[config.mk]
export PLATFORM = sky130hd
export DESIGN_NAME = execute_store_flat
export DESIGN_NICKNAME = d
export VERILOG_FILES = /design/src/verilog/arya_pkg.sv /design/src/verilog/arya_if.sv /design/src/verilog/execute_store.sv /design/src/flat_wrapper.sv
export SDC_FILE = /design/constraint.sdc
export NUM_CORES = 1
export LEC_CHECK = 0
export BUFFER_PORTS_ARGS = -buffer_cell sky130_fd_sc_hd__buf_2
export CAP_MARGIN = 20
export CORE_MARGIN = 2
export CORE_UTILIZATION = 30
export CTS_CLUSTER_SIZE = 40
export DETAILED_ROUTE_END_ITERATION = 8
export GPL_TIMING_DRIVEN = 0
export PLACE_DENSITY = 0.48
export SLEW_MARGIN = 20
export SYNTH_ARGS = -nofsm -noshare
export SYNTH_HDL_FRONTEND = slang
export SYNTH_SLANG_ARGS = --single-unit
[constraint.sdc]
create_clock -name clk -period 16.1 [get_ports clk]
set_input_delay 0.805 -clock clk [delete_from_list [all_inputs] [get_ports clk]]
set_output_delay 0.805 -clock clk [all_outputs]
set_load 0.1 [all_outputs]
[src/verilog/arya_pkg.sv]
`default_nettype none

package arya_pkg;

	////////////////////////////////////////////////////////////////////////////
	// widths

	localparam int THREAD_BITS     = 2;
	localparam int NUM_THREADS     = 4;
	localparam int INST_ADDR_WIDTH = 6;  // per-thread pc
	localparam int IMEM_ADDR_WIDTH = 8;  // {thread, pc}
	localparam int INST_WIDTH      = 32;
	localparam int DATA_WIDTH      = 64;
	localparam int REG_ADDR_WIDTH  = 5;
	localparam int MEM_ADDR_WIDTH  = 8;  // store port address
	localparam int SHAMT_WIDTH     = 5;

	// instruction fields, given as low bit and width
	localparam int OPC_LSB   = 26;
	localparam int OPC_WIDTH = 6;
	localparam int RD_LSB    = 21;
	localparam int RS1_LSB   = 16;
	localparam int RS2_LSB   = 11;
	localparam int SHAMT_LSB = 6;
	localparam int IMM_WIDTH = 16; // bits 15..0, sign extended

	////////////////////////////////////////////////////////////////////////////
	// types

	typedef logic [THREAD_BITS-1:0] thread_id_t;

	typedef enum logic [OPC_WIDTH-1:0] {
		OP_NOP  = 6'h00,
		OP_ADD  = 6'h01,
		OP_SUB  = 6'h02,
		OP_AND  = 6'h03,
		OP_OR   = 6'h04,
		OP_XOR  = 6'h05,
		OP_ADDI = 6'h06,
		OP_SHLI = 6'h07,
		OP_ST   = 6'h08,
		OP_HALT = 6'h3f
	} opcode_t;

	typedef enum logic {
		TH_IDLE = 1'b0,
		TH_BUSY = 1'b1
	} thread_state_t;

	// decode -> execute
	typedef struct packed {
		logic                      valid;
		thread_id_t                thread;
		opcode_t                   op;
		logic [REG_ADDR_WIDTH-1:0] rd;
		logic [DATA_WIDTH-1:0]     a;
		logic [DATA_WIDTH-1:0]     b;          // rs2 or imm
		logic [DATA_WIDTH-1:0]     store_data;
		logic [SHAMT_WIDTH-1:0]    shamt;
	} dx_bundle_t;

	// execute -> writeback
	typedef struct packed {
		logic                      valid;
		thread_id_t                thread;
		logic [REG_ADDR_WIDTH-1:0] rd;
		logic                      we;
		logic [DATA_WIDTH-1:0]     result;     // store address for OP_ST
		logic                      is_store;
		logic [DATA_WIDTH-1:0]     store_data;
	} xw_bundle_t;

endpackage

`default_nettype wire

[src/verilog/arya_if.sv]
`timescale 1ns/1ps
`default_nettype none


// register file write port
interface regfile_wb_if;
	logic                                we;
	arya_pkg::thread_id_t                thread;
	logic [arya_pkg::REG_ADDR_WIDTH-1:0] rd;
	logic [arya_pkg::DATA_WIDTH-1:0]     data;

	modport source (output we, output thread, output rd, output data);
	modport sink (input we, input thread, input rd, input data);
endinterface

`default_nettype wire

[src/verilog/execute_store.sv]
`timescale 1ns/1ps
`default_nettype none

module execute_store (
	input  logic                                clk,
	input  logic                                reset,
	input  logic                                en,
	input  arya_pkg::dx_bundle_t                dx,
	regfile_wb_if.source                        wb,
	output logic                                store_valid,
	output arya_pkg::thread_id_t                store_thread,
	output logic [arya_pkg::MEM_ADDR_WIDTH-1:0] store_addr,
	output logic [arya_pkg::DATA_WIDTH-1:0]     store_data
);

	arya_pkg::xw_bundle_t xw_next;
	arya_pkg::xw_bundle_t xw_mem; // memory stage
	arya_pkg::xw_bundle_t xw_wb;  // writeback stage

	////////////////////////////////////////////////////////////////////////////
	// alu

	always_comb begin
		xw_next.valid      = dx.valid;
		xw_next.thread     = dx.thread;
		xw_next.rd         = dx.rd;
		xw_next.store_data = dx.store_data;
		xw_next.is_store   = (dx.op == arya_pkg::OP_ST);
		xw_next.we         = 1'b1;
		case (dx.op)
			arya_pkg::OP_ADD:  xw_next.result = dx.a + dx.b;
			arya_pkg::OP_SUB:  xw_next.result = dx.a - dx.b;
			arya_pkg::OP_AND:  xw_next.result = dx.a & dx.b;
			arya_pkg::OP_OR:   xw_next.result = dx.a | dx.b;
			arya_pkg::OP_XOR:  xw_next.result = dx.a ^ dx.b;
			arya_pkg::OP_ADDI: xw_next.result = dx.a + dx.b;
			arya_pkg::OP_SHLI: xw_next.result = dx.a << dx.shamt;
			arya_pkg::OP_ST: begin
				xw_next.result = dx.a + dx.b; // store address
				xw_next.we     = 1'b0;
			end
			default: begin
				xw_next.result = '0;
				xw_next.we     = 1'b0;
			end
		endcase
	end

	////////////////////////////////////////////////////////////////////////////
	// pipeline registers

	always_ff @(posedge clk) begin
		if (reset) begin
			xw_mem.valid <= 1'b0;
			xw_wb.valid  <= 1'b0;
		end else if (en) begin
			xw_mem <= xw_next;
			xw_wb  <= xw_mem;
		end
	end

	// store port, valid masked during a freeze
	assign store_valid  = xw_mem.valid && xw_mem.is_store && en;
	assign store_thread = xw_mem.thread;
	assign store_addr   = xw_mem.result[arya_pkg::MEM_ADDR_WIDTH-1:0];
	assign store_data   = xw_mem.store_data;

	// register write at the edge that ends this stage
	assign wb.we     = xw_wb.valid && xw_wb.we && en;
	assign wb.thread = xw_wb.thread;
	assign wb.rd     = xw_wb.rd;
	assign wb.data   = xw_wb.result;

endmodule

`default_nettype wire

[src/flat_wrapper.sv]
// flat-port wrapper written by rule: the top's interface ports become plain ports
module execute_store_flat 
  (clk, reset, en, dx, store_valid, store_thread, store_addr, store_data, wb_we, wb_thread, wb_rd, wb_data);
  regfile_wb_if wb_i ();
  input  logic clk;
  input  logic reset;
  input  logic en;
  input  arya_pkg::dx_bundle_t dx;
  output logic store_valid;
  output arya_pkg::thread_id_t store_thread;
  output logic [arya_pkg::MEM_ADDR_WIDTH-1:0] store_addr;
  output logic [arya_pkg::DATA_WIDTH-1:0] store_data;
  output wire logic [$bits(wb_i.we)-1:0] wb_we;
  output wire logic [$bits(wb_i.thread)-1:0] wb_thread;
  output wire logic [$bits(wb_i.rd)-1:0] wb_rd;
  output wire logic [$bits(wb_i.data)-1:0] wb_data;
  assign wb_we = wb_i.we;
  assign wb_thread = wb_i.thread;
  assign wb_rd = wb_i.rd;
  assign wb_data = wb_i.data;
  execute_store u_core (.clk(clk), .reset(reset), .en(en), .dx(dx), .wb(wb_i), .store_valid(store_valid), .store_thread(store_thread), .store_addr(store_addr), .store_data(store_data));
endmodule
---- After elaboration in Yosys (flattened, before gate mapping) ----
Index checks and enable logic that the tools add are counted.
operators by class
  order comparisons ....................... 0
  reductions and logical operators ........ 7
  bitwise gates (word level) .............. 4
  shift operators ......................... 1
  equality and inequality tests ........... 8
  divide/modulo/power cells ............... 0
  muxes and demuxes ....................... 2
  add/subtract/negate cells ............... 2
  $mul .................................... 0
operators by type and width
  kind                  number
  $pmux W64 S6          1
  $add A64 B64 Y64      1
  $and A64 B64 Y64      1
  $or A64 B64 Y64       1
  $shl A64 B5 Y64       1
  $sub A64 B64 Y64      1
  $xor A64 B64 Y64      1
  $eq A6 B3 Y1 const B  4
  $eq A6 B2 Y1 const B  2
  $reduce_or A7 Y1      1
  $eq A6 B1 Y1 const B  1
  $eq A6 B4 Y1 const B  1
  $logic_and A1 B1 Y1   4
  $reduce_or A3 Y1      1
  $reduce_and A2 Y1     1
  $mux W1               1
  $not A1 Y1            1
storage, ports and cells
  bits in latches ......................... 0
  memory bits (writable) .................. 0
  output and inout port bits .............. 147
  bits in registers ....................... 211
  input bits .............................. 214
  memory bits (read-only) ................. 0
  memories ................................ 0

---- Longest topological paths before layout ----
Gate-level depths: netlist (run 1).
  depth after elaboration ................. 3
  gate-level depth with buffers ........... 22

---- Least setup slack after synthesis (run 1) ----
Ideal clock, no wire load.
  path kind ............................... input -> register
  start point ............................. input reset
  end point ............................... register u_core.xw_mem, in the netlist u_core.store_addr[0] (enable)
  path buffers ............................ 0
  arrival time ............................ 10.054 ns
  stages on the path ...................... 1
  required time ........................... 15.290 ns
  path slack .............................. 5.236 ns
  cell sequence ........................... nor2b_1
on the way
  cells in the longest elaborated chain, start to end .. 2
ends and longest elaborated chain
  what                                line                 text
  start: declaration                  flat_wrapper.sv:6    input logic reset;
  $not A1 Y1 (no source line)         -
  $reduce_and A2 Y1 (no source line)  -
  end signal: assignment              execute_store.sv:57  xw_mem <= xw_next;
  end: declaration                    execute_store.sv:17  arya_pkg::xw_bundle_t xw_mem;
No other way between the ends.
A chain may end at the register's enable or synchronous reset.

==> key figures, run 1 <==
Critical path
  – Setup crit end kind: flop
  – Crit path buffers/inverters: 3
  – Worst Path Max Fanout: 10
  – Max stage delay on crit path: 1.00 ns
  – Crit path arrival time: between 7 and 8 ns
  – Worst Path Required: 16.39 ns
  – Critical-path cell list: clkbuf_1, nor4b_1, o21a_1, clkbuf_2, clkbuf_1, nor2_1, xnor2_1, ha_1, nand3_1, or4b_2, a22o_1, a211oi_1, o2111ai_1, a311oi_1, nor2_1, xnor2_1, a221o_1
  – Startpoint Class: input pin
  – Worst path top cell family by delay: compound AO/OA/AOI/OAI gates
  – CP max stage cell: a311oi_1
  – Crit Path Class: input pin to flop

Routing
  – Drt pass-1 iters: 6
  – Via count: 18,100
  – Via density: around 5.3
  – Routed WL: roughly 83,000 um
  – DRC: 0
  – DRT antenna net count: 0
  – Iter 0 DRT Violations: 1,593
  – Routed len/inst: 24.6 um

Finish
  – Final cell count without fillers: 3,391
  – Nets: 2,923
  – Multi-input gate area: roughly 12,000 um^2
  – Register Area: ~6300 um^2
  – Fill cells: ~6,800
  – Share of layout cells above drive strength 1: between 20% and 30%
  – Commonest non-fill, non-tap cell in the layout: buf_2
  – Most frequent cells in the layout: buf_2, nand2_1, edfxtp_1
  – Syn-to-layout area delta: 20.1%

Outcome
  – Status: completed

Timing
  – Setup violations, final: 0
  – Clk_skew: 0.00484 ns
  – Slew Limit Fails: 0
  – Setup TNS: 0 ns
  – Hold Vio Cnt, Final: 0
  – Worst slew pin tran: 1.14 ns
  – Fin crit period: 7.49 ns
  – RSZ-0062 raised after global routing: false
  – Fmax: 134 MHz
  – Period Utilization, post-route: 46.5%
  – Rel. slew slack: roughly 24%

Floorplan
  – FP Rows: 94
  – Die Y-Extent: 261 um
  – Core area: 65,700 um^2
  – Die ar.: 68,400 um^2
  – Initial core utilization: 30.2%
  – DIE WIDTH: 261 um
  – # IOs: about 360

Clock tree
  – Clk_lat worst skew: between 0.5 and 0.6 ns
  – Root Driver: clkbuf_16
  – TritonCTS Sinks: 211
  – Hold Buf Count CTS: 0
  – CTS resizes: 0
  – Clock transition at path regs: approximately 0.060 ns
  – Clk buf depth: 3
  – Postcts setup bufs: 0
  – H-tree depth: 1
  – CTS Buf Count: 25
  – CTS tree: yes

Global routing
  – Largest net degree at the start of global routing: 29
  – Initial antenna violation count: 11
  – Number of global-route vias before repair: 17,700
  – GRT Total Usage: 23.6%
  – First-pass GRT wire length: 118,000 um
  – Congestion Overflow GR: 0

Yosys
  – Synth warn: 0
  – Async SR Flop Fraction: 0%
  – Yosys cell types: 85
  – Mapped Cells: 2,105
  – Sequential area share after synthesis: 31.8%
  – Syn_nets: about 2,500
  – Mapped Avg Cell Area: 9.45 um^2
  – #FFs+latches synth: 211
  – Number of synthesized flops with an enable pin: 209
  – Syn Std Cell Area: 19,900 um^2
  – Ys flop type: edfxtp_1

Worst hold path
  – Worst Hold Class: input pin to flop

Power and ir drop
  – Cell Pwr Density: 80.2 nW/um^2
  – Peak supply drop: 0.0739 mV
  – Leakage: a little over 10 nW

Placement
  – Inst Count DP: 3,336
  – DP HPWL: 68,000 um
  – Number of port buffers: ~350
  – RD Place Congestion: approximately 0.94

Job
  – Maxcap violations: 0
-- power breakdown --
group / switching (mW) / internal (mW) / total, mW
logic: 0.464 / 0.209 / 0.672
registers: 0.00820 / 0.639 / 0.648
clock network: 0.240 / 0.356 / 0.596
-- cells in the mapped netlist (8+ instances only) --
cell / count / area (um^2)
a211oi_1: 15 / 113
a21o_1: 21 / 158
a21oi_1: 130 / 651
a221o_1: 15 / 150
a221oi_1: 53 / 464
a31oi_1: 10 / 62.6
and3_1: 14 / 87.6
buf_1: 18 / 67.6
buf_4: 145 / 1090
clkbuf_1: 71 / 267
edfxtp_1: 209 / 6280
ha_1: 208 / 2600
inv_1: 149 / 559
mux2_2: 22 / 248
mux2i_1: 86 / 861
mux4_2: 48 / 1080
nand2_1: 212 / 796
nand2b_1: 8 / 50.1
nand3_1: 39 / 195
nand4_1: 24 / 150
nor2_1: 98 / 368
nor3_1: 33 / 165
o211ai_1: 11 / 82.6
o21a_1: 14 / 105
o21ai_0: 170 / 851
o21bai_1: 11 / 82.6
o22ai_1: 11 / 68.8
o31ai_1: 21 / 158
or3_1: 8 / 50.1
or4_1: 8 / 60.1
xnor2_1: 89 / 780
xor2_1: 21 / 184
-- final timing paths --
check | endpoint | cells after the start | slack, ns | startpoint
worst min-delay path | u_core.store_data[37] | 1 | 0.41 | dx[42]
worst min register to register | u_core.wb.rd[1] | 0 | 0.42 | u_core.xw_mem[131]
worst max register to register | u_core.wb.data[2] | 0 | 15.43 | u_core.store_addr[2]
worst max-delay path | u_core.xw_mem[117] | 17 | 8.61 | dx[203]
-- routing by layer --
metal  up-vias  wire length, um  track usage, %
li1       8423                -               -
met1      8780            36700            31.8
met2       764            37000            37.7
met3       133             6540            4.74
met4         6             3080            8.07
met5         -               43               0
-- metrics by stage --
stage	power (mW)	hold WS, ns	setup slack, ns	utilization (%)	instance area (um^2)
final	1.92	0.412	8.61	36.3	23900
after detailed placement	1.32	0.405	7.88	35.0	23000
after global routing	2.01	0.382	8.40	36.3	23900
after floorplan	1.12	0.400	5.24	-	19900
after CTS	1.93	0.375	8.47	36.3	23900
after global placement	1.32	0.401	1.05	34.6	22700
-- sequential cells by signal, indices dropped and copies added (netlist names) --
register             count
u_core.store_thread      2
u_core.store_data       64
u_core.wb.data          64
u_core.xw_mem           64
u_core.wb.rd             5
u_core.store_addr        8
u_core.wb.thread         2
u_core.xw_wb             2
-- logic make-up (layout without fill, tap and decap cells) --
| group | after synthesis | after routing | share of synthesized area (%) |
|---|---|---|---|
| AOI/OAI and AO/OA | 535 | 535 | 17.2 |
| and+or+nand+nor | 493 | 493 | 11.7 |
| buffers and inverters | 391 | 804 | 10.3 |
| DFF | 211 | 211 | 31.8 |
| adders and majority gates | 209 | 209 | 13.2 |
| muxes | 156 | 156 | 11.0 |
| xor gates and xnor gates | 110 | 110 | 4.84 |
| other | 0 | 9 | 0 |
-- layout make-up --
cell class | instances | area share, %
diodes | 9 | 0.0943
plain buffers | 240 | 6.21
clock buffers | 29 | 2.77
clock inverters | 16 | 0.786
inverters | 151 | 2.37
multi-input cells | 1503 | 48.4
flip-flops and latches | 211 | 26.4
well taps | 864 | 4.53
repair buffers | 368 | 8.41
No activity file was read; power rests on OpenSTA's default activity.
==> inputs of run 2 (changes only) <==
==> constraint.sdc (replaced) <==
create_clock -name clk -period 7.38 [get_ports clk]
set_input_delay 0.369 -clock clk [delete_from_list [all_inputs] [get_ports clk]]
set_output_delay 0.369 -clock clk [all_outputs]
set_load 0.1 [all_outputs]
==> run 2 against run 1 <==
Critical path depth decreased by 1. Global-route usage increased by 0.17 points. Largest cell class unchanged. Register-to-register slack got worse by 8.7 ns. First-iteration DRC count decreased by 5.7%. Clock skew increased by 0.0040 ns. Highest routed layer unchanged. Clock-buffer cell count increased by 9.
==> key figures, run 2 (synthesized netlist as in run 1, its figures left out) <==
Outcome
  – Status: completed

Timing
  – Period Utilization, post-route: 93.9%
  – Fin crit period: 6.93 ns
  – RSZ-0062 raised after global routing: false
  – Fmax: 144 MHz
  – Rel. slew slack: 23.3%
  – Slew Limit Fails: 0
  – Setup violations, final: 0
  – Clk_skew: 0.00886 ns
  – Hold Vio Cnt, Final: 0
  – Worst slew pin tran: 1.15 ns

Routing
  – Iter 0 DRT Violations: 1,502
  – Routed WL: 84,000 um
  – Drt pass-1 iters: 5
  – DRC: 0
  – Via density: 5.30
  – Routed len/inst: 24.3 um
  – Via count: 18,300
  – DRT antenna net count: 0

Clock tree
  – H-tree depth: 1
  – Clk buf depth: 3
  – CTS tree: yes
  – TritonCTS Sinks: about 210
  – Clock transition at path regs: 0.06 ns
  – Root Driver: clkbuf_16
  – Postcts setup bufs: 0
  – Clk_lat worst skew: 0.58 ns
  – CTS Buf Count: 25

Critical path
  – R2R depth: 0
  – Worst Path Max Fanout: 10
  – Max stage delay on crit path: slightly below 0.9 ns
  – Setup crit end kind: flop
  – FF-to-FF Start: u_core.store_addr[3]
  – Startpoint Class: input pin
  – Worst Path Required: 7.68 ns
  – Crit path arrival time: 7.22 ns
  – Worst r2r dst: u_core.wb.data[3]
  – Crit Path Class: input pin to flop
  – CP max stage cell: o21a_1
  – Reg2reg setup slack: 6.71 ns
  – Critical-path cell list: clkbuf_1, nor4b_1, o21a_1, clkbuf_1, nor2_1, xnor2_1, ha_1, nand3_1, or4b_2, a22o_1, a211oi_1, o2111ai_1, a311oi_2, nor2_1, xnor2_1, a221o_1

Floorplan
  – FP Rows: 94
  – Core area: around 66,000 um^2
  – Initial core utilization: 30.2%
  – Die ar.: around 70,000 um^2
  – # IOs: between 300 and 400
  – Die Y-Extent: approximately 260 um
  – DIE WIDTH: 261 um

Finish
  – Commonest non-fill, non-tap cell in the layout: buf_2
  – Final instance area: 24,500 um^2
  – Nets: 2,991
  – Final cell count without fillers: 3,456
  – Most frequent cells in the layout: buf_2, nand2_1, edfxtp_1
  – Syn-to-layout area delta: 23.2%
  – Share of layout cells above drive strength 1: 25.4%

Power and ir drop
  – Cell Pwr Density: between 150 and 200 nW/um^2
  – Peak supply drop: 0.164 mV
  – Leakage: 10.4 nW

Global routing
  – Congestion Overflow GR: 0
  – Largest net degree at the start of global routing: 30
  – First-pass GRT wire length: 119,000 um
  – Initial antenna violation count: 14
  – Number of global-route vias before repair: about 18,000
  – GRT Total Usage: between 20% and 30%

Placement
  – Placed Area: 23,000 um^2
  – RD Place Congestion: 0.951
  – DP HPWL: 67,800 um
  – Inst Count DP: 3,335
  – Number of port buffers: 354

Worst hold path
  – Hold Path Depth: 2
  – Worst Hold Class: input pin to flop
  – HP Start: reset
  – Hold Crit Endpoint: u_core.xw_wb[137]

Job
  – Maxcap violations: 0
-- run 2: cell count changes in the layout (fill, tap and decap cells not counted), moves of 2 or more --
cell,before,now
buf_2,357,355
clkinv_1,3,6
diode_2,9,5
clkbuf_1,71,79
bufinv_16,4,1
clkinv_2,7,1
dlygate4sd3_1,0,71
-- run 2: cell type report --
type / count / area, um^2
clock inverter: 8 / 62.6
multi-input combinational: 1503 / 11600
sequential: 211 / 6320
inverter: 151 / 567
fill: 6690 / 41200
tap: 864 / 1080
antenna: 5 / 12.5
timing repair buffer: 437 / 2710
buffer: 239 / 1480
clock buffer: 38 / 704
-- run 2: worst max-delay path: cells and delay by family --
kind                       cells  cell delay, ns
and+or+nand+nor                5            1.84
adders and majority gates      1            0.39
AOI/OAI and AO/OA              6            3.25
xor gates and xnor gates       2            0.34
buffers and inverters          2            1.02
-- run 2: worst max-delay path by stage --
stage | startpoint | end | slack, ns | cells past startpoint
after global placement | en | u_core.wb.data[39] | -1.52 | 2
after floorplan | en | u_core.store_addr[0] | 1.13 | 1
final | dx[203] | u_core.xw_mem[117] | 0.45 | 16
after CTS | dx[203] | u_core.xw_mem[117] | 0.21 | 17
after global routing | dx[203] | u_core.xw_mem[117] | 0.18 | 16
after detailed placement | dx[203] | u_core.xw_mem[117] | -0.38 | 17
-- run 2: power breakdown --
group,switching (mW),leakage [nW],internal (mW),total (mW)
Clock,0.509,0.372,0.686,1.19
Sequential,0.0180,1.85,1.40,1.41
Combinational,1.02,8.15,0.479,1.50
-- run 2: per-stage QoR --
stage          hold WS (ns)  utilization (%)  power [mW]  worst slack [ns]  TNS, ns
6_report             0.0329             37.3        4.11             0.453        0
3_5_place_dp          0.405             35.0        2.88            -0.378   -0.693
4_1_cts             0.00449             37.2        4.14             0.210        0
2_1_floorplan         0.400                -        2.43              1.13        0
5_1_grt              0.0151             37.2        4.31             0.184        0
3_3_place_gp          0.403             34.6        2.88             -1.52  -311.05
-- run 2: routing by layer --
layer  wire length, um  track usage, %  up-vias  part of all wire, %
met2             37300            38.3      772                   44
li1                  -               -     8546                    -
met1             36400            30.9     8836                   43
met4              3240            8.70       10                  3.9
met5                74               0        -                0.088
met3              6950            5.67      136                  8.3
-- run 2: timing repair --
item / CTS / global route
endpoints found under the hold margin: 71 / 0
hold buffers: 71 / 0
gates resized for setup: 0 / 1
endpoints found under the setup margin: 0 / 2
