[src/verilog/arya_pkg.sv]
`default_nettype none

package arya_pkg;

	////////////////////////////////////////////////////////////////////////////
	// widths

	localparam int THREAD_BITS     = 2;
	localparam int NUM_THREADS     = 4;
	localparam int INST_ADDR_WIDTH = 6;  // per-thread pc
	localparam int IMEM_ADDR_WIDTH = 8;  // {thread, pc}
	localparam int INST_WIDTH      = 32;
	localparam int DATA_WIDTH      = 64;
	localparam int REG_ADDR_WIDTH  = 5;
	localparam int MEM_ADDR_WIDTH  = 8;  // store port address
	localparam int SHAMT_WIDTH     = 5;

	// instruction fields, given as low bit and width
	localparam int OPC_LSB   = 26;
	localparam int OPC_WIDTH = 6;
	localparam int RD_LSB    = 21;
	localparam int RS1_LSB   = 16;
	localparam int RS2_LSB   = 11;
	localparam int SHAMT_LSB = 6;
	localparam int IMM_WIDTH = 16; // bits 15..0, sign extended

	////////////////////////////////////////////////////////////////////////////
	// types

	typedef logic [THREAD_BITS-1:0] thread_id_t;

	typedef enum logic [OPC_WIDTH-1:0] {
		OP_NOP  = 6'h00,
		OP_ADD  = 6'h01,
		OP_SUB  = 6'h02,
		OP_AND  = 6'h03,
		OP_OR   = 6'h04,
		OP_XOR  = 6'h05,
		OP_ADDI = 6'h06,
		OP_SHLI = 6'h07,
		OP_ST   = 6'h08,
		OP_HALT = 6'h3f
	} opcode_t;

	typedef enum logic {
		TH_IDLE = 1'b0,
		TH_BUSY = 1'b1
	} thread_state_t;

	// decode -> execute
	typedef struct packed {
		logic                      valid;
		thread_id_t                thread;
		opcode_t                   op;
		logic [REG_ADDR_WIDTH-1:0] rd;
		logic [DATA_WIDTH-1:0]     a;
		logic [DATA_WIDTH-1:0]     b;          // rs2 or imm
		logic [DATA_WIDTH-1:0]     store_data;
		logic [SHAMT_WIDTH-1:0]    shamt;
	} dx_bundle_t;

	// execute -> writeback
	typedef struct packed {
		logic                      valid;
		thread_id_t                thread;
		logic [REG_ADDR_WIDTH-1:0] rd;
		logic                      we;
		logic [DATA_WIDTH-1:0]     result;     // store address for OP_ST
		logic                      is_store;
		logic [DATA_WIDTH-1:0]     store_data;
	} xw_bundle_t;

endpackage

`default_nettype wire

[src/verilog/arya_if.sv]
`timescale 1ns/1ps
`default_nettype none

// fetch side of the instruction ram
interface imem_fetch_if;
	logic                                 req;
	logic                                 gnt;   // same cycle as req
	logic [arya_pkg::IMEM_ADDR_WIDTH-1:0] addr;
	logic [arya_pkg::INST_WIDTH-1:0]      rdata; // one cycle after gnt

	modport requester (output req, output addr, input gnt, input rdata);
	modport memory (input req, input addr, output gnt, output rdata);
endinterface


`default_nettype wire

[src/verilog/thread_fetch.sv]
`timescale 1ns/1ps
`default_nettype none

module thread_fetch (
	input  logic                               clk,
	input  logic                               reset,
	input  logic                               en,
	input  logic [arya_pkg::NUM_THREADS-1:0]   start_thread,
	output logic [arya_pkg::NUM_THREADS-1:0]   thread_busy,
	output logic [arya_pkg::NUM_THREADS-1:0]   thread_done,
	input  logic                               halt_seen,
	input  arya_pkg::thread_id_t               halt_thread,
	imem_fetch_if.requester                    fetch,
	output arya_pkg::thread_id_t               fetch_thread,
	output logic                               fetch_valid
);

	arya_pkg::thread_id_t                 slot; // barrel position
	arya_pkg::thread_state_t              state [arya_pkg::NUM_THREADS];
	logic [arya_pkg::INST_ADDR_WIDTH-1:0] pc [arya_pkg::NUM_THREADS];
	logic [arya_pkg::NUM_THREADS-1:0]     done_q;

	////////////////////////////////////////////////////////////////////////////
	// fetch request for the thread owning this slot

	assign fetch.req  = (state[slot] == arya_pkg::TH_BUSY);
	assign fetch.addr = {slot, pc[slot]};

	always_comb begin
		for (int i = 0; i < arya_pkg::NUM_THREADS; i++)
			thread_busy[i] = (state[i] == arya_pkg::TH_BUSY);
	end

	// pulse held through a freeze, shown once en returns
	assign thread_done = done_q & {arya_pkg::NUM_THREADS{en}};

	////////////////////////////////////////////////////////////////////////////
	// slot counter, per-thread state and pc

	always_ff @(posedge clk) begin
		if (reset) begin
			slot        <= '0;
			fetch_valid <= 1'b0;
			done_q      <= '0;
			for (int i = 0; i < arya_pkg::NUM_THREADS; i++) begin
				state[i] <= arya_pkg::TH_IDLE;
				pc[i]    <= '0;
			end
		end else if (en) begin
			slot         <= slot + 1'b1;
			fetch_valid  <= fetch.gnt;  // word lands on rdata next cycle
			fetch_thread <= slot;
			for (int i = 0; i < arya_pkg::NUM_THREADS; i++) begin
				done_q[i] <= 1'b0;
				if (state[i] == arya_pkg::TH_IDLE) begin
					if (start_thread[i]) begin
						state[i] <= arya_pkg::TH_BUSY;
						pc[i]    <= '0;
					end
				end else if (halt_seen && halt_thread == arya_pkg::thread_id_t'(i)) begin
					// halt reached decode
					state[i]  <= arya_pkg::TH_IDLE;
					pc[i]     <= '0;
					done_q[i] <= 1'b1;
				end else if (fetch.gnt && slot == arya_pkg::thread_id_t'(i)) begin
					pc[i] <= pc[i] + 1'b1; // denied fetch keeps the pc
				end
			end
		end
	end

endmodule

`default_nettype wire

[src/flat_wrapper.sv]
// flat-port wrapper written by rule: the top's interface ports become plain ports
module thread_fetch_flat 
  (clk, reset, en, start_thread, thread_busy, thread_done, halt_seen, halt_thread, fetch_thread, fetch_valid, fetch_req, fetch_addr, fetch_gnt, fetch_rdata);
  imem_fetch_if fetch_i ();
  input  logic clk;
  input  logic reset;
  input  logic en;
  input  logic [arya_pkg::NUM_THREADS-1:0] start_thread;
  output logic [arya_pkg::NUM_THREADS-1:0] thread_busy;
  output logic [arya_pkg::NUM_THREADS-1:0] thread_done;
  input  logic halt_seen;
  input  arya_pkg::thread_id_t halt_thread;
  output arya_pkg::thread_id_t fetch_thread;
  output logic fetch_valid;
  output wire logic [$bits(fetch_i.req)-1:0] fetch_req;
  output wire logic [$bits(fetch_i.addr)-1:0] fetch_addr;
  input wire logic [$bits(fetch_i.gnt)-1:0] fetch_gnt;
  input wire logic [$bits(fetch_i.rdata)-1:0] fetch_rdata;
  assign fetch_req = fetch_i.req;
  assign fetch_addr = fetch_i.addr;
  assign fetch_i.gnt = fetch_gnt;
  assign fetch_i.rdata = fetch_rdata;
  thread_fetch u_core (.clk(clk), .reset(reset), .en(en), .start_thread(start_thread), .thread_busy(thread_busy), .thread_done(thread_done), .halt_seen(halt_seen), .halt_thread(halt_thread), .fetch(fetch_i), .fetch_thread(fetch_thread), .fetch_valid(fetch_valid));
endmodule
[config.mk]
export PLATFORM = sky130hd
export DESIGN_NAME = thread_fetch_flat
export DESIGN_NICKNAME = d
export VERILOG_FILES = /design/src/verilog/arya_pkg.sv /design/src/verilog/arya_if.sv /design/src/verilog/thread_fetch.sv /design/src/flat_wrapper.sv
export SDC_FILE = /design/constraint.sdc
export NUM_CORES = 1
export LEC_CHECK = 0
export BUFFER_PORTS_ARGS = -buffer_cell sky130_fd_sc_hd__buf_2
export CORE_ASPECT_RATIO = 0.75
export CORE_MARGIN = 4
export CORE_UTILIZATION = 50
export CTS_BUF_LIST = sky130_fd_sc_hd__clkbuf_4 sky130_fd_sc_hd__clkbuf_8 sky130_fd_sc_hd__clkbuf_16
export CTS_CLUSTER_SIZE = 12
export DETAILED_ROUTE_END_ITERATION = 10
export PLACE_DENSITY = 0.78
export REMOVE_ABC_BUFFERS = 1
export SLEW_MARGIN = 20
export SYNTH_ARGS = -nofsm -noshare
export SYNTH_HDL_FRONTEND = slang
export SYNTH_SLANG_ARGS = --single-unit
[constraint.sdc]
create_clock -name clk -period 4.05 [get_ports clk]
set_input_delay 0.81 -clock clk [delete_from_list [all_inputs] [get_ports clk]]
set_output_delay 0.81 -clock clk [all_outputs]
set_load 0.005 [all_outputs]
; ---- Yosys cells after proc, flatten, opt, wreduce, memory -nomap -nowiden
; Memory sizes are Yosys's and may differ from the RTL's. A register that Yosys moved wholly into a read port is not among the register bits.
; Cells that the tools add are included.
[totals]
n_memories = 2
in_bits = 43
latchBits = 0
romBits = 0
reg_bits = 9
word_cells = 140
ram_bits = 28
out_inout_bits = 20
[op_classes]
add_sub_neg = 5
n_bitwise = 22
magnitude_cmp = 0
n_eq_ne = 6
shift = 0
mux = 90
div = 0
multipliers = 0
n_reduce_logical = 11
[mem_list]
columns = name, depth, word_bits, rd, rd_clocked_by_memory_dff, wr, line_no
row1 = u_core.pc, 4, 6, 5, 1, 4, thread_fetch.sv:20  ; logic [arya_pkg::INST_ADDR_WIDTH-1:0] pc [arya_pkg::NUM_THREADS];
row2 = u_core.state, 4, 1, 5, 1, 4, thread_fetch.sv:19  ; arya_pkg::thread_state_t state [arya_pkg::NUM_THREADS];
[op_table]
columns = operator, n
row1 = 1-bit 2-to-1 mux, 74
row2 = 6-bit 2-to-1 mux, 12
row3 = "6-bit by 1-bit adder with 6-bit output, second input constant", 4
row4 = 1-bit bitwise OR, 20
row5 = "2-bit equality test, second input constant", 4
row6 = 1-bit logical AND, 8
row7 = 2-bit 2-to-1 mux, 4
row8 = 4-bit AND, 1
row9 = "2-bit by 1-bit equality test with 1-bit output, second input constant", 2
row10 = 2-bit logical NOT, 2
row11 = "2-bit by 1-bit adder with 2-bit output, second input constant", 1
row12 = 2-bit AND reduction, 1
row13 = 1-bit NOT, 1

; ---- Depth between registers and ports, before layout
; Gate-level depths: netlist of run 1.
[logic_depth]
depth_word = 9
depth_mapped = 5
depth_no_buf = 5

; ---- Worst setup path after synthesis of run 1
; OpenSTA, ideal clock, no wires.
[synth_path]
path_type = input -> output
start = input port en
end = output port thread_done[0] in the netlist's numbering
path_buffers = 2
setup_slack_ns = 1.916
required_time_ns = 3.240
t_arrival_ns = 1.324
stages = 3
cell_sequence = buf_2 -> buf_2 -> and2_1
[synth_via]
elab_chain_len = 1
[synth_lines]
columns = item, line_no
row1 = start: declaration, flat_wrapper.sv:7  ; input logic en;
row2 = 4-bit AND, thread_fetch.sv:35  ; assign thread_done = done_q & {arya_pkg::NUM_THREADS{en}};
row3 = end: declaration, flat_wrapper.sv:10  ; output logic [arya_pkg::NUM_THREADS-1:0] thread_done;
; No other way between the ends.

==> impl_metrics.yaml, run 1 <==
run_status:
  outcome: "complete, no violations"
worst_hold_path:
  hp-start: "u_core.done_q[2]"
  hold_class: "flop to flop"
synth:
  synthArstFlopShare: 0
  netlist_top_cells_area: "edfxtp_1 42%, dfxtp_1 8.4%, mux4_2 7.4%"
  synth_top_area_frac: 0.422
  synth_edf_count: 30
  ys.flop_type: "edfxtp_1"
  ys_warn_count: 0
  ys_seq_area_frac: 0.506
  synth_area_leader_cell: "edfxtp_1"
  synth_cell_type_count: 34
  synth_seq_cells: 39
  synthesis.area_sq_um: 2140
  synth_cells: 187
  avgSynthCellArea_sq_um: 11.4
finish:
  layout_common_cells: "30 x buf_2, 30 x edfxtp_1, 27 x nor2_1, 9 x nand3_1, 9 x dfxtp_1"
  multiInputGateArea_sq_um: 963
  drive_gt1_frac: 0.220
  fill_cells: 357
  fin_nets: 264
  instances_no_fill: 269
  area_growth_pct: 12.2
  design_area_sq_um: 2400
  n_antenna_cell: 0
  seqCellArea_sq_um: 1080
  utilization: 0.588
critical_path:
  critical_path_class: "flop to output pin"
  crit_chain: "mux4_2 -> buf_2"
  r2r_start: "u_core.state[2]"
  critical-path-top-delay-family: "flip-flops"
  cp-start-kind: "flop"
  crit_path_top_delay_cell: "dfxtp_1"
  critical_path_arrival_ns: 1.58
  cp.required_ns: 3.24
  slowest_delay_ns: 0.57
  cp_num_buf_inv: 1
  crit_path_end_kind: "output pin"
  cp_max_fo: 7
sta:
  period_needed_ns: 2.39
  setup_viol: 0
  finalHoldViolCount: 0
  rsz0062_at_grt: "no"
  setup_tns_ns: 0
  max_freq_mhz: 419
  period_share: 0.589
  clock_skew_ns: 0.00711
  slew_viol_final: 0
  final.setup.worst_slack_ns: 1.66
  worstMarginPinSlew_ns: 0.566
  holdWs_ns: 0.495
  max-slew-margin-rel: 0.622
power_and_ir_drop:
  power.internal_mw: 0.692
  power.share.switching: 0.247
  p_per_area_nw_per_um2: 383
  pwr-share-clk: 0.360
  peakVddDrop_mv: 0.234
  power.total_mw: 0.919
  p_leak_nw: 0.962
  p_sw_mw: 0.227
  power_frac_comb: 0.112
  power.share.sequential: 0.528
place:
  dpl.hpwl_mm: 3.13
  placed_cells: 261
  io_buffer_count: 30
  pre_cts_ws_ns: 1.80
  placed_area_sq_um: 2290
  place.gp.congestion: 0.816
floorplanning:
  row_count: 20
  die_x_microns: 83.5
  die_h_microns: 64.6
  initial_core_util: 0.524
  core_sq_um: 4080
  die_area_sq_um: 5400
  ioPinCount: 63
detailed_routing:
  via_per_inst: 5.52
  drtIter0Drc: 97
  drc_errors: 0
  ant_nets: 0
  drt_pass1_iterations: 4
  wire_per_inst_microns: 15.6
  routed_wl_mm: 4.18
  vias: 1484
clock_network:
  cts_hold_buffers: 0
  cts_resized: 0
  htree_levels: 2
  cts_tree: "yes"
  clockBufferDepth: 2
  root_buffer: "clkbuf_8"
  path_clk_slew_ns: 0.08
  cts_setup_buffers: 0
  cts.sinks: 39
  worstSkewPairLatency_ns: 0.30
  cts_buffers: 5
global_route:
  grt_pass1_vias: 1392
  groute.usage.overall: 0.167
  grt_max_degree: 21
  antenna_found_initial: 0
  grt_pass1_wl_mm: 6.89
  grt.overflow.total: 0
run:
  drv_cap: 0
==> tightest hold or removal path, cell delays in order, from the launching register on <==
cell	delay, ns
dfxtp_1	0.33
mux2i_1	0.06
nor2_1	0.07
==> logic make-up (layout without fill, tap and decap cells) <==
logic type               count (synthesis)  in the layout  share of synthesized area
AND/OR/NAND/NOR                         81             81                      0.204
flip-flops                              39             39                      0.506
AO/OA/AOI/OAI                           18             18                     0.0544
buffers and inverters                   17             44                     0.0433
XOR/XNOR                                13             13                     0.0533
multiplexers                            11             11                     0.0925
adder cells (fa/ha/maj)                  8              8                     0.0468
==> power groups by stage <==
stage | clock network (mW) | logic (mW) | registers (mW)
2_1_floorplan | 0 | 0.0627 | 0.485
3_5_place_dp | 0 | 0.103 | 0.495
6_report | 0.331 | 0.103 | 0.485
4_1_cts | 0.336 | 0.104 | 0.485
3_3_place_gp | 0 | 0.101 | 0.493
5_1_grt | 0.353 | 0.114 | 0.490
==> cells in the mapped netlist (2+ instances only) <==
library cell  number
buf_2              5
a21oi_1            4
and3_1             3
inv_1              6
a221o_1            2
or3_1              4
xor2_1             8
nand2_1            7
ha_1               8
o2111ai_1          2
nand4_1            4
o21ai_0            7
edfxtp_1          30
and4b_1            2
nand3_1            9
nand3b_1           3
xnor2_1            5
nor2b_1            5
mux2i_1            4
a21o_1             2
buf_4              4
and2_1             7
mux4_2             7
nand2b_1           5
dfxtp_1            9
nor2_1            27
==> flip-flops by register name (all words and copies together), names as in the netlist, named ones only <==
| signal | count |
|---|---|
| u_core.done_q | 4 |
| u_core.fetch_thread | 2 |
| u_core.fetch_valid | 1 |
| u_core.pc | 24 |
| u_core.slot | 2 |
| u_core.state | 4 |
==> area by class of cell <==
cell class / count / area share
inverter: 6 / 0.00939
clock inverter: 3 / 0.0177
tap: 55 / 0.0287
multi-input combinational: 131 / 0.402
timing repair buffer: 30 / 0.0626
clock buffer: 5 / 0.0287
sequential: 39 / 0.451
==> path summary, 6_finish.rpt <==
| path | endpoint | slack, ns | cells past startpoint |
|---|---|---|---|
| hold / removal | u_core.done_q[2] | 0.49 | 2 |
| setup / recovery | fetch_req | 1.66 | 2 |
| hold reg to reg | u_core.done_q[2] | 0.49 | 2 |
| setup reg to reg | u_core.pc[2][4] | 2.38 | 3 |
==> per-layer routing <==
layer / part of all wire / vias to the layer above / global-route usage
li1: - / 726 / -
met1: 0.47 / 709 / 0.229
met2: 0.45 / 43 / 0.256
met3: 0.066 / 6 / 0.0394
met4: 0.016 / 0 / 0.0683
met5: 0 / - / 0
(Power assumes the default switching activity.)
==> run 2, diff against run 1 <==
==> constraint.sdc (replaced) <==
create_clock -name clk -period 2.5 [get_ports clk]
set_input_delay 0.5 -clock clk [delete_from_list [all_inputs] [get_ports clk]]
set_output_delay 0.5 -clock clk [all_outputs]
set_load 0.005 [all_outputs]
==> run 2 against run 1 <==
  * Clock power up 29%
  * Critical endpoint is now fetch_addr[2]
  * Critical path type unchanged
  * Critical path depth unchanged
  * Count of clock-buffer cells in the layout up 2
  * Highest routed layer unchanged
  * Worst setup slack worse by 1.2 ns
  * Clock skew up 0.0066 ns
==> impl_metrics.yaml, run 2 (same netlist as run 1, synthesis figures left out) <==
sta:
  setup_tns_ns: 0
  finalHoldViolCount: 0
  setup_viol: 0
  slew_viol_final: 0
  max_freq_mhz: 491
  period_share: 0.815
  rsz0062_at_grt: "no"
  max-slew-margin-rel: 0.646
  worstMarginPinSlew_ns: 0.530
  holdWs_ns: 0.494
  period_needed_ns: 2.04
  clock_skew_ns: 0.0137
detailed_routing:
  via_per_inst: 5.69
  routed_wl_mm: 4.36
  drc_errors: 0
  drt_pass1_iterations: 4
  vias: 1535
  ant_nets: 0
  wire_per_inst_microns: 16.1
  drtIter0Drc: 141
run:
  drv_cap: 0
critical_path:
  cp_max_fo: 7
  crit_path_top_delay_cell: "dfxtp_1"
  crit_chain: "mux4_2 -> buf_2"
  critical_path_arrival_ns: 1.54
  cp-start-kind: "flop"
  cp.required_ns: 2.00
  critical_path_class: "flop to output pin"
  crit_path_end_kind: "output pin"
  slowest_delay_ns: 0.55
floorplanning:
  row_count: 20
  core_sq_um: 4080
  ioPinCount: 63
  initial_core_util: 0.524
  die_h_microns: 64.6
  die_area_sq_um: 5400
  die_x_microns: 83.5
run_status:
  outcome: "complete, no violations"
finish:
  fill_cells: 362
  largest_reg_flops: 24
  utilization: 0.585
  design_area_sq_um: 2380
  largest_registers: "u_core.pc x24, u_core.done_q x4, u_core.state x4"
  regMostFlops: "u_core.pc"
  fin_nets: 266
  drive_gt1_frac: 0.228
  layout_common_cells: "30 x buf_2, 30 x edfxtp_1, 27 x nor2_1, 9 x nand3_1, 9 x dfxtp_1"
  area_growth_pct: 11.6
  instances_no_fill: 270
  n_antenna_cell: 0
clock_network:
  cts_hold_buffers: 0
  cts_resized: 0
  cts_buffers: 5
  cts.sinks: 39
  htree_levels: 2
  path_clk_slew_ns: 0.07
  cts_setup_buffers: 0
  root_buffer: "clkbuf_8"
  cts_tree: "yes"
  worstSkewPairLatency_ns: 0.30
  clockBufferDepth: 2
power_and_ir_drop:
  peakVddDrop_mv: 0.382
  p_per_area_nw_per_um2: 580
  p_leak_nw: 0.961
worst_hold_path:
  hold_class: "flop to flop"
place:
  place.gp.congestion: 0.798
  dpl.hpwl_mm: 3.27
  placed_cells: 263
  io_buffer_count: 30
  placed_area_sq_um: 2300
global_route:
  groute.usage.overall: 0.175
  grt.overflow.total: 0
  grt_pass1_wl_mm: 7.27
  grt_pass1_vias: 1536
  grt_max_degree: 18
  antenna_found_initial: 0
run 2: cell count changes in the layout (fill, tap and decap cells not counted):
cell       previous run  this run
buf_4                 0         2
bufinv_16             1         0
clkbuf_4              0         2
clkinv_1              1         0
inv_6                 1         0
run 2: where the power goes:
group	switching, mW	internal, mW
clock network	0.212	0.214
registers	0.0495	0.738
logic	0.0818	0.0873
total	0.343	1.04
run 2: final timing paths:
| path | endpoint | slack, ns | from | cells after the start |
|---|---|---|---|---|
| hold reg to reg | u_core.done_q[1] | 0.49 | u_core.done_q[1] | 2 |
| setup / recovery | fetch_addr[2] | 0.46 | flop | 2 |
| setup reg to reg | u_core.pc[1][5] | 0.80 | u_core.state[1] | 3 |
| hold / removal | u_core.done_q[1] | 0.49 | u_core.done_q[1] | 2 |
run 2: critical path, delay by kind of cell (launching register included):
family	cells	cell delay (ns)
multiplexers	1	0.55
flip-flops	1	0.55
buffers and inverters	1	0.14
run 2: routing by layer:
layer | global-route usage | share of wire
met5 | 0 | 0
met4 | 0.0462 | 0.011
met2 | 0.289 | 0.48
met1 | 0.224 | 0.44
met3 | 0.0559 | 0.066
run 2: stage by stage:
stage / worst slack [ns] / power, mW
floorplan: 0.954 / 0.888
detailed placement: 0.646 / 0.970
CTS: 0.426 / 1.39
finish: 0.463 / 1.38
global route: 0.360 / 1.45
global placement: 0.632 / 0.965
run 2: cell type report:
class / instances / area (sq um) / share of cell area
multi-input combinational: 131 / 963 / 0.404
sequential: 39 / 1080 / 0.453
tap: 55 / 68.8 / 0.0289
clock buffer: 7 / 83.8 / 0.0352
timing repair buffer: 32 / 165 / 0.0693
inverter: 6 / 22.5 / 0.00944
==> run 3, diff against run 2 <==
--- a/config.mk
+++ b/config.mk
@@ -5,6 +5,7 @@
 export SDC_FILE = /design/constraint.sdc
 export NUM_CORES = 1
 export LEC_CHECK = 0
+export ABC_AREA = 1
 export BUFFER_PORTS_ARGS = -buffer_cell sky130_fd_sc_hd__buf_2
 export CORE_ASPECT_RATIO = 0.75
 export CORE_MARGIN = 4
@@ -12,7 +13,7 @@
 export CTS_BUF_LIST = sky130_fd_sc_hd__clkbuf_4 sky130_fd_sc_hd__clkbuf_8 sky130_fd_sc_hd__clkbuf_16
 export CTS_CLUSTER_SIZE = 12
 export DETAILED_ROUTE_END_ITERATION = 10
-export PLACE_DENSITY = 0.78
+export PLACE_DENSITY = 0.77
 export REMOVE_ABC_BUFFERS = 1
 export SLEW_MARGIN = 20
 export SYNTH_ARGS = -nofsm -noshare
==> constraint.sdc (replaced) <==
create_clock -name clk -period 1.9 [get_ports clk]
set_input_delay 0.38 -clock clk [delete_from_list [all_inputs] [get_ports clk]]
set_output_delay 0.38 -clock clk [all_outputs]
set_load 0.005 [all_outputs]
==> run 3 against run 2 <==
  * Flip-flop and latch count did not move
  * Clock power up 36%
  * Worst setup slack got worse by 0.26 ns
  * Utilization rose by 1.5 points
  * Total power grew 34%
  * Synthesized area up 4.2%
  * Via count grew 16%
  * Synthesized cell count grew 35%
  * Count of clock-buffer cells in the layout did not move
==> impl_metrics.yaml, run 3 <==
critical_path:
  crit_chain: "inv_1 -> nor2_1 -> o22ai_1 -> buf_2"
  cp-start-kind: "flop"
  crit_path_top_delay_cell: "dfxtp_1"
  critical-path-top-delay-family: "buffers and inverters"
  cp.required_ns: 1.52
  crit_path_end_kind: "output pin"
  slowest_delay_ns: 0.33
  cp_num_buf_inv: 2
  critical_path_arrival_ns: 1.31
  critical_path_class: "flop to output pin"
  cp_max_fo: 13
place:
  placed_area_sq_um: 2420
  pre_cts_ws_ns: 0.305
  placed_cells: 335
  dpl.hpwl_mm: 3.52
  place.gp.congestion: 0.872
  io_buffer_count: 30
sta:
  period_needed_ns: 1.69
  setup_tns_ns: 0
  holdWs_ns: 0.373
  rsz0062_at_grt: "no"
  max-slew-margin-rel: 0.785
  final.setup.worst_slack_ns: 0.207
  finalHoldViolCount: 0
  slew_viol_final: 0
  max_freq_mhz: 591
  worstMarginPinSlew_ns: 0.321
  setup_viol: 0
  clock_skew_ns: 0.00287
  period_share: 0.891
floorplanning:
  ioPinCount: 63
  die_h_microns: 65.8
  core_sq_um: 4180
  row_count: 20
  die_x_microns: 85.0
  initial_core_util: 0.533
  die_area_sq_um: 5590
run_status:
  outcome: "complete, no violations"
finish:
  largest_reg_flops: 24
  layout_common_cells: "52 x nor2_1, 35 x nand2_1, 30 x buf_2, 30 x edfxtp_1, 27 x inv_1"
  drive_gt1_frac: 0.191
  instances_no_fill: 343
  regMostFlops: "u_core.pc"
  utilization: 0.599
  largest_registers: "u_core.pc x24, u_core.done_q x4, u_core.state x4"
  n_antenna_cell: 0
  area_growth_pct: 12.5
  design_area_sq_um: 2500
  fill_cells: 371
  fin_nets: 338
  mostFrequentLayoutCell: "nor2_1"
clock_network:
  cts_resized: 0
  cts_tree: "yes"
  path_clk_slew_ns: 0.08
  cts.sinks: 39
  htree_levels: 2
  cts_hold_buffers: 0
  cts_buffers: 5
  cts_setup_buffers: 0
  root_buffer: "clkbuf_8"
  clockBufferDepth: 2
  worstSkewPairLatency_ns: 0.29
power_and_ir_drop:
  peakVddDrop_mv: 0.442
  p_leak_nw: 1.08
  p_per_area_nw_per_um2: 738
  power.total_mw: 1.85
synth:
  ys_seq_area_frac: 0.486
  synth_top_area_frac: 0.405
  netlist_top_cells_area: "edfxtp_1 40%, nor2_1 8.8%, dfxtp_1 8.1%"
  synth_seq_cells: 39
  ys_warn_count: 0
  ys_top_cells_by_count: "52 x nor2_1, 35 x nand2_1, 30 x edfxtp_1"
  synth_edf_count: 30
  ys.flop_type: "edfxtp_1"
  synthesis.area_sq_um: 2230
  synth_cell_type_count: 26
  yosysMostFrequentCell: "nor2_1"
  synth_cells: 253
  synth_area_leader_cell: "edfxtp_1"
  avgSynthCellArea_sq_um: 8.80
  synthArstFlopShare: 0
detailed_routing:
  via_per_inst: 5.19
  drc_errors: 0
  vias: 1780
  routed_wl_mm: 4.58
  ant_nets: 0
  wire_per_inst_microns: 13.4
  drt_pass1_iterations: 6
  drtIter0Drc: 238
global_route:
  grt.overflow.total: 0
  grt_pass1_wl_mm: 7.70
  groute.usage.overall: 0.179
  grt_max_degree: 14
  grt_pass1_vias: 1656
  antenna_found_initial: 0
worst_hold_path:
  hold_class: "input pin to flop"
run:
  drv_cap: 0
[run 3: cell types whose count changed in the layout (fill, tap and decap cells not counted), sizes merged, moves of 7 or more]
cell and change:
nor2 +27, and2 -7, nand2 +29, o21ai +17
mux4 -7, nand3 +11, inv +24
[run 3: cell families after synthesis]
group | synth area share
fa+ha+maj | 0.0450
buf+inv | 0.0838
simple gates | 0.244
compound gates | 0.0984
xor+xnor | 0.0433
flops | 0.486
[run 3: worst reg2reg max path: stages (launching register included)]
cell and delay [ns]:
dfxtp_1 0.37, inv_1 0.17, ha_1 0.19, nand2_1 0.05
nor2_1 0.13, nand2_2 0.12, nand2_1 0.25
[run 3: path summary, 6_finish.rpt]
check,cells past startpoint,slack (ns),endpoint,from
hold reg to reg,2,0.46,u_core.done_q[3],u_core.done_q[3]
hold / removal,2,0.37,u_core.done_q[3],reset
setup reg to reg,6,0.31,u_core.pc[0][5],u_core.slot[0]
setup / recovery,4,0.21,fetch_addr[0],flop
[run 3: where the power goes]
part	internal, mW	switching, mW	leakage [nW]
Clock	0.286	0.293	0.0491
Combinational	0.0988	0.146	0.644
Sequential	0.968	0.0558	0.389
[run 3: routing by layer]
metal,vias up,routed length [microns],track usage
met5,-,0,0
met4,0,68,0.0889
met3,7,300,0.0436
met2,63,2090,0.270
met1,810,2120,0.241
li1,900,-,-
[run 3: final cells by class]
class | instances | area (sq um) | area share
clock buffer | 7 | 83.8 | 0.0335
clock inverter | 1 | 5.00 | 0.00200
multi-input combinational | 175 | 958 | 0.383
timing repair buffer | 36 | 195 | 0.0779
inverter | 30 | 113 | 0.0450
tap | 55 | 68.8 | 0.0275
sequential | 39 | 1080 | 0.432
